### config.mk
export PLATFORM = sky130hd
export DESIGN_NAME = rom_loader_flat
export DESIGN_NICKNAME = d
export VERILOG_FILES = /design/src/frame_pkg.sv /design/src/bank_if.sv /design/src/rom_loader.sv /design/src/flat_wrapper.sv
export SDC_FILE = /design/constraint.sdc
export NUM_CORES = 1
export LEC_CHECK = 0
export BUFFER_PORTS_ARGS = -buffer_cell sky130_fd_sc_hd__buf_2
export CORE_ASPECT_RATIO = 1.4
export CORE_UTILIZATION = 36
export CTS_CLUSTER_SIZE = 10
export DETAILED_ROUTE_END_ITERATION = 8
export PLACE_DENSITY = 0.81
export SETUP_SLACK_MARGIN = 0.02
export SLEW_MARGIN = 20
export SYNTH_ARGS = -nofsm -noshare
export SYNTH_HDL_FRONTEND = slang
export SYNTH_SLANG_ARGS = --single-unit
### constraint.sdc
create_clock -name sample -period 5.3 [get_ports sample]
set_input_delay 0.265 -clock sample [delete_from_list [all_inputs] [get_ports sample]]
set_output_delay 0.265 -clock sample [all_outputs]
set_load 0.005 [all_outputs]
### src/frame_pkg.sv
`default_nettype none

package frame_pkg;

    // Word memory geometry
    localparam int ADDR_W    = 10;
    localparam int DATA_W    = 16;
    localparam int MASK_W    = 2;              // One bit per byte lane, 1 = write
    localparam int LANE_W    = DATA_W / MASK_W;

    // Game side banks
    localparam int NBANKS    = 4;
    localparam int BANK_W    = $clog2(NBANKS);

    // Request sources seen by the arbiter, banks first and the loader last
    localparam int SRC_W     = $clog2(NBANKS + 1);
    localparam logic [SRC_W-1:0] PROG_ID = SRC_W'(NBANKS);

    // Accept to data valid, in cycles
    localparam int MEM_LAT   = 2;

    // Download stream is byte addressed
    localparam int DL_ADDR_W = ADDR_W + 1;

    // One memory operation, 29 bits
    typedef struct packed {
        logic [ADDR_W-1:0] addr;
        logic              wr;
        logic [DATA_W-1:0] data;
        logic [MASK_W-1:0] mask;
    } mem_req_t;

endpackage

`default_nettype wire

### src/bank_if.sv
`timescale 1ns/100ps
`default_nettype none

interface bank_if;
    import frame_pkg::*;

    // Requester side
    logic [ADDR_W-1:0] addr;
    logic              rd;
    logic              wr;
    logic [DATA_W-1:0] din;
    logic [MASK_W-1:0] din_m;      // Write lane mask

    // Server side
    logic              ack;        // Grant pulse
    logic              dst;        // Data start
    logic              dok;        // Data valid on dout
    logic              rdy;        // Operation done
    logic [DATA_W-1:0] dout;

    modport requester (
        output addr, rd, wr, din, din_m,
        input  ack, dst, dok, rdy, dout
    );

    modport server (
        input  addr, rd, wr, din, din_m,
        output ack, dst, dok, rdy, dout
    );

endinterface

`default_nettype wire

### src/rom_loader.sv
`timescale 1ns/100ps
`default_nettype none

module rom_loader (
    input  logic                            sample,
    input  logic                            rst_n,
    input  logic                            downloading,
    input  logic [frame_pkg::DL_ADDR_W-1:0] ioctl_addr,
    input  logic [7:0]                      ioctl_data,
    input  logic                            ioctl_wr,
    output logic                            dwnld_busy,
    bank_if.requester                       prog
);
    import frame_pkg::*;

    // One entry buffer for the byte waiting to be written
    logic [ADDR_W-1:0] addr_q;
    logic [LANE_W-1:0] byte_q;
    logic [MASK_W-1:0] mask_q;
    logic              take;

    // A strobe outside a download is not ours
    assign take = ioctl_wr & downloading & ~dwnld_busy;

    always_ff @(posedge sample) begin
        if (take) begin
            addr_q <= ioctl_addr[DL_ADDR_W-1:1];       // Byte to word address
            byte_q <= ioctl_data;
            mask_q <= MASK_W'(1) << ioctl_addr[0];     // Odd byte goes to the high lane
        end
    end

    // Busy from capture until the arbiter takes the write
    always_ff @(posedge sample or negedge rst_n) begin
        if (!rst_n) begin
            dwnld_busy <= 1'b0;
        end else if (take) begin
            dwnld_busy <= 1'b1;
        end else if (prog.ack) begin
            dwnld_busy <= 1'b0;
        end
    end

    // The pending write is held on the bus until ack
    assign prog.addr  = addr_q;
    assign prog.wr    = dwnld_busy;
    assign prog.rd    = 1'b0;                          // Loader only writes
    assign prog.din   = {MASK_W{byte_q}};              // Same byte on both lanes
    assign prog.din_m = mask_q;

endmodule

`default_nettype wire

### src/flat_wrapper.sv
// flat-port wrapper written by rule: the top's interface ports become plain ports
module rom_loader_flat import frame_pkg::*;
  (sample, rst_n, downloading, ioctl_addr, ioctl_data, ioctl_wr, dwnld_busy, prog_addr, prog_rd, prog_wr, prog_din, prog_din_m, prog_ack, prog_dst, prog_dok, prog_rdy, prog_dout);
  bank_if prog_i ();
  input  logic sample;
  input  logic rst_n;
  input  logic downloading;
  input  logic [frame_pkg::DL_ADDR_W-1:0] ioctl_addr;
  input  logic [7:0] ioctl_data;
  input  logic ioctl_wr;
  output logic dwnld_busy;
  output wire logic [$bits(prog_i.addr)-1:0] prog_addr;
  output wire logic [$bits(prog_i.rd)-1:0] prog_rd;
  output wire logic [$bits(prog_i.wr)-1:0] prog_wr;
  output wire logic [$bits(prog_i.din)-1:0] prog_din;
  output wire logic [$bits(prog_i.din_m)-1:0] prog_din_m;
  input wire logic [$bits(prog_i.ack)-1:0] prog_ack;
  input wire logic [$bits(prog_i.dst)-1:0] prog_dst;
  input wire logic [$bits(prog_i.dok)-1:0] prog_dok;
  input wire logic [$bits(prog_i.rdy)-1:0] prog_rdy;
  input wire logic [$bits(prog_i.dout)-1:0] prog_dout;
  assign prog_addr = prog_i.addr;
  assign prog_rd = prog_i.rd;
  assign prog_wr = prog_i.wr;
  assign prog_din = prog_i.din;
  assign prog_din_m = prog_i.din_m;
  assign prog_i.ack = prog_ack;
  assign prog_i.dst = prog_dst;
  assign prog_i.dok = prog_dok;
  assign prog_i.rdy = prog_rdy;
  assign prog_i.dout = prog_dout;
  rom_loader u_core (.sample(sample), .rst_n(rst_n), .downloading(downloading), .ioctl_addr(ioctl_addr), .ioctl_data(ioctl_data), .ioctl_wr(ioctl_wr), .dwnld_busy(dwnld_busy), .prog(prog_i));
endmodule
# Yosys cells after proc, flatten, opt, wreduce, memory -nomap -nowiden
# Cells that the tools add are included.
[totals] inputBits=43 regBits=21
[classes] reduce_logical=1 n_shift=1 muxes=2 bitwise_logic=3
[op_table] operator="$and 1x1->1" count=2
[op_table] operator="$mux 1" count=2
[op_table] operator="$reduce_bool 2->1" count=1
[op_table] operator="$shl 1x1->2 const A" count=1
[op_table] operator="$not 1->1" count=1

# Depth between registers and ports, before layout
[depth] depth_word=3 mapped_depth=2

# Worst setup path before layout
# No wires, ideal clock.
[synth_timing] path_kind="register to register" startpoint="reg u_core.dwnld_busy" endpoint="reg u_core.byte_q[0] (enable)" t_required_ps=4903 synth_period_minus_slack_ps=1696 arrival_ps=1299 setup_slack_ps=3604 path_buffers=0 path_stages_with_launch=2 cell_sequence="dfrtp_1 -> nor2_1"
[synth_between] elab_chain_cells=2
[synth_lines] item="start, declared" line_no="rom_loader.sv:11" rtl="output logic dwnld_busy,"
[synth_lines] item="start signal, assigned" line_no="rom_loader.sv:36" rtl="dwnld_busy <= 1'b0;"
[synth_lines] item="start signal, assigned" line_no="rom_loader.sv:38" rtl="dwnld_busy <= 1'b1;"
[synth_lines] item="start signal, assigned" line_no="rom_loader.sv:40" rtl="dwnld_busy <= 1'b0;"
[synth_lines] item="$not 1->1" line_no="rom_loader.sv:23" rtl="assign take = ioctl_wr & downloading & ~dwnld_busy;"
[synth_lines] item="$and 1x1->1" line_no="rom_loader.sv:23"
[synth_lines] item="named net u_core.take" line_no="rom_loader.sv:20" rtl="logic take;"
[synth_lines] item="end signal, assigned" line_no="rom_loader.sv:28" rtl="byte_q <= ioctl_data;"
[synth_lines] item="end, declared" line_no="rom_loader.sv:18" rtl="logic [LANE_W-1:0] byte_q;"
# The timed path passes the listed nets, and every way through them passes these cells.
# A chain may end at the register's enable or synchronous reset.

# Worst setup path after layout
[layout_timing] startpoint="reg u_core.dwnld_busy" endpoint="reg u_core.addr_q[4] (netlist: u_core.prog.addr[4]) (enable)"
[layout_between] elab_chain_cells=2
[layout_lines] item="$not 1->1" line_no="rom_loader.sv:23"
[layout_lines] item="$and 1x1->1" line_no="rom_loader.sv:23"
[layout_lines] item="named net u_core.take" line_no="rom_loader.sv:20"
[layout_lines] item="end signal, assigned" line_no="rom_loader.sv:27" rtl="addr_q <= ioctl_addr[DL_ADDR_W-1:1];"
[layout_lines] item="end, declared" line_no="rom_loader.sv:17" rtl="logic [ADDR_W-1:0] addr_q;"
# The timed path passes the listed nets, and every way through them passes these cells.

==> results by group <==
Critical path
  – Crit path to: u_core.prog.addr[4]
  – Stages on worst setup path: 2
  – Slowest CP cell: nor2_1
  – Crit path max fanout: 13
  – R2R depth: 2
  – Crit-path leading delay family: simple AND/OR/NAND/NOR gates
  – R2R setup slack: 3.77 ns
  – Arr. time, crit path: 1.53 ns
  – Critical path type: reg2reg
  – Worst flop-to-flop path startpoint: u_core.dwnld_busy
  – Worst Setup Start Kind: flip-flop
  – CP peak stage delay: 0.49 ns
  – Worst Path Buf+Inv: 1
  – Critical path cell sequence: nor2_1, buf_4
  – Crit. Startpoint: u_core.dwnld_busy
  – Crit end category: flip-flop
  – R2R Path End: u_core.prog.addr[4]
  – Critical Path RT: 5.30 ns

Floorplanning
  – Die area: 2200 µm²
  – Die Ht: 55.1 µm
  – Number of I/O pins: 74
  – Core area: 1820 µm²
  – Die Width: 39.9 µm
  – Cell Rows: 18
  – Initial Utilization: 39.8%

Finish
  – Filler cells: 149
  – Layout Nets: 129
  – # diodes: 0
  – Area of the multi-input gates: 21.3 µm²
  – Final instance area: 985 µm²
  – Layout area overhead: 35.7%
  – Final core occ: 54.0%
  – Layout cells sized above 1: 67.1%
  – Reg area: 626 µm²

Clock tree
  – Number of setup buffers added after CTS: 0
  – Worst-path clk slew: 0.10 ns
  – Max H-tree Level: 1
  – Total CTS buffers: 3
  – CTS tree: yes
  – Clock Latency Late Sink: 0.28 ns
  – CTS Sinks: 21
  – Clk buf depth: 2
  – CTS resizes: 0
  – Clock Tree Root: clkbuf_4

STA
  – Skew final: 0.00220 ns
  – Final Hold Fails: 0
  – Fmax: 0.652 GHz
  – Setup violators final: 0
  – Unrepaired setup endpoints after global routing: false
  – Tcrit/Tclk final: 28.9%
  – Worst-margin pin slew: 0.599 ns
  – TNS Setup: 0 ns
  – Crit path time final: 1.53 ns
  – Relative slew slack: 59.9%
  – Fin. max-slew vios: 0

Logic synthesis
  – Top_reg_cell synth: edfxtp_1
  – Post-synth EDFFs: 20
  – Synthesis Warnings: 0
  – Most common cell in the netlist: edfxtp_1
  – Seq/Total Area, Yosys: 86.2%
  – Fraction of registers with async set/reset: 4.76%
  – Yosys cell types: 8
  – Mapped cell area: 726 µm²
  – #FFs+latches synth: 21
  – Mean Syn Cell Area: 20.2 µm²
  – Synth area leaders: edfxtp_1, buf_4, dfrtp_1
  – Commonest cells post-synth: edfxtp_1, buf_4
  – Syn Inst Count: 36
  – Syn_nets: 79
  – Top cell type's share of synthesized area: 82.8%
  – Largest area contributor in the netlist: edfxtp_1

Power
  – Power per cell area: 292 nW/µm²
  – Maximum vdd ir drop: 0.000203 V
  – Leakage power: 0.450 nW

Routing
  – Pre-antenna DRT Iters: 4
  – ANT nets after route: 0
  – Via density: 4.22
  – DRC viols: 0
  – Initial drt markers: 5
  – Routed len/inst: 10.9 µm
  – Vias post-DR: 443
  – Routed WL: 1.14 mm

Place
  – Placed Area: 948 µm²
  – Port buffer count: 53
  – RD Place Congestion: 0.672
  – Dpl hpwl: 913 µm

Global routing
  – Vias in the first global route: 419
  – First-pass GRT wire length: 1.44 mm
  – GRT overflow: 0
  – GR Util All Layers: 10.2%
  – Pin count of the biggest net entering global routing: 14
  – Initial antenna violation count: 0

Outcome
  – Status: complete, no violations

Run
  – Max Cap Viol: 0

Worst hold path
  – Worst Hold Launch: ioctl_data[0]
  – Hold/Removal Path Class: in2reg
metrics by stage:
| step | instances | worst slack, ns | hold WS, ns | total power, mW |
|---|---|---|---|---|
| after floorplan | 36 | 3.60 | -0.0306 | 0.207 |
| after global placement | 100 | 3.80 | 0.0406 | 0.220 |
| after detailed placement | 100 | 3.79 | 0.0409 | 0.221 |
| after CTS | 105 | 3.77 | 0.131 | 0.291 |
| after global routing | 105 | 3.67 | 0.131 | 0.298 |
| final | 105 | 3.77 | 0.146 | 0.287 |
repair_timing:
action | in CTS | in global routing
setup endpoints to repair | 0 | 0
endpoints found under the hold margin | 1 | 0
hold buffers | 1 | 0
layer usage:
metal	routed length, µm	vias to the layer above	GRT usage [%]
met1	368	190	7.84
met4	9	0	8.62
met5	0	-	0
met3	135	2	2.80
met2	628	37	19.1
li1	-	214	-
cell type report:
cell class                      count  share of cell area (%)
Inverter                            1                   0.381
Sequential cell                    21                    63.5
Timing Repair Buffer               55                    28.7
Clock buffer                        4                    2.67
Tap cell                           20                    2.54
Multi-Input combinational cell      4                    2.16
how the worst min path moves through the flow:
stage          slack (ns)  depth (start not counted)                end
5_1_grt              0.13                          1   u_core.byte_q[3]
3_3_place_gp         0.04                          1  u_core.dwnld_busy
3_5_place_dp         0.04                          1  u_core.dwnld_busy
6_report             0.15                          1   u_core.byte_q[0]
2_1_floorplan       -0.03                          0  u_core.dwnld_busy
4_1_cts              0.13                          1   u_core.byte_q[7]
where the power goes:
group          total (mW)  leakage (nW)  internal, mW  switching, mW
Combinational      0.0246         0.237        0.0137         0.0109
Sequential          0.193         0.198         0.190        0.00253
Clock              0.0699        0.0150        0.0292         0.0407
worst register-to-register path: stages (launching register included):
cell	delay (ns)
dfrtp_1	0.43
nor2_1	0.49
buf_4	0.32
flip-flops by register name, indices dropped and copies added, names as in the netlist:
signal / count
u_core.prog.addr: 10
u_core.byte_q: 8
u_core.prog.din_m: 2
u_core.dwnld_busy: 1
cells in the final DEF (no fill, tap or decap):
cell | netlist | layout
clkbuf_1 | 0 | 1
mux2i_1 | 1 | 1
conb_1 | 1 | 1
buf_4 | 10 | 1
buf_2 | 0 | 53
clkbuf_4 | 0 | 3
dlygate4sd3_1 | 0 | 1
inv_1 | 1 | 1
edfxtp_1 | 20 | 20
nand2_1 | 1 | 1
nor2_1 | 1 | 1
dfrtp_1 | 1 | 1
cells by family after synthesis:
family / count (synthesis) / synth area share, %
simple gates: 2 / 1.03
flops: 21 / 86.2
mux: 1 / 1.38
buf+inv: 11 / 10.9
other cells: 1 / 0.517
Power figures use the tool's default switching activity.
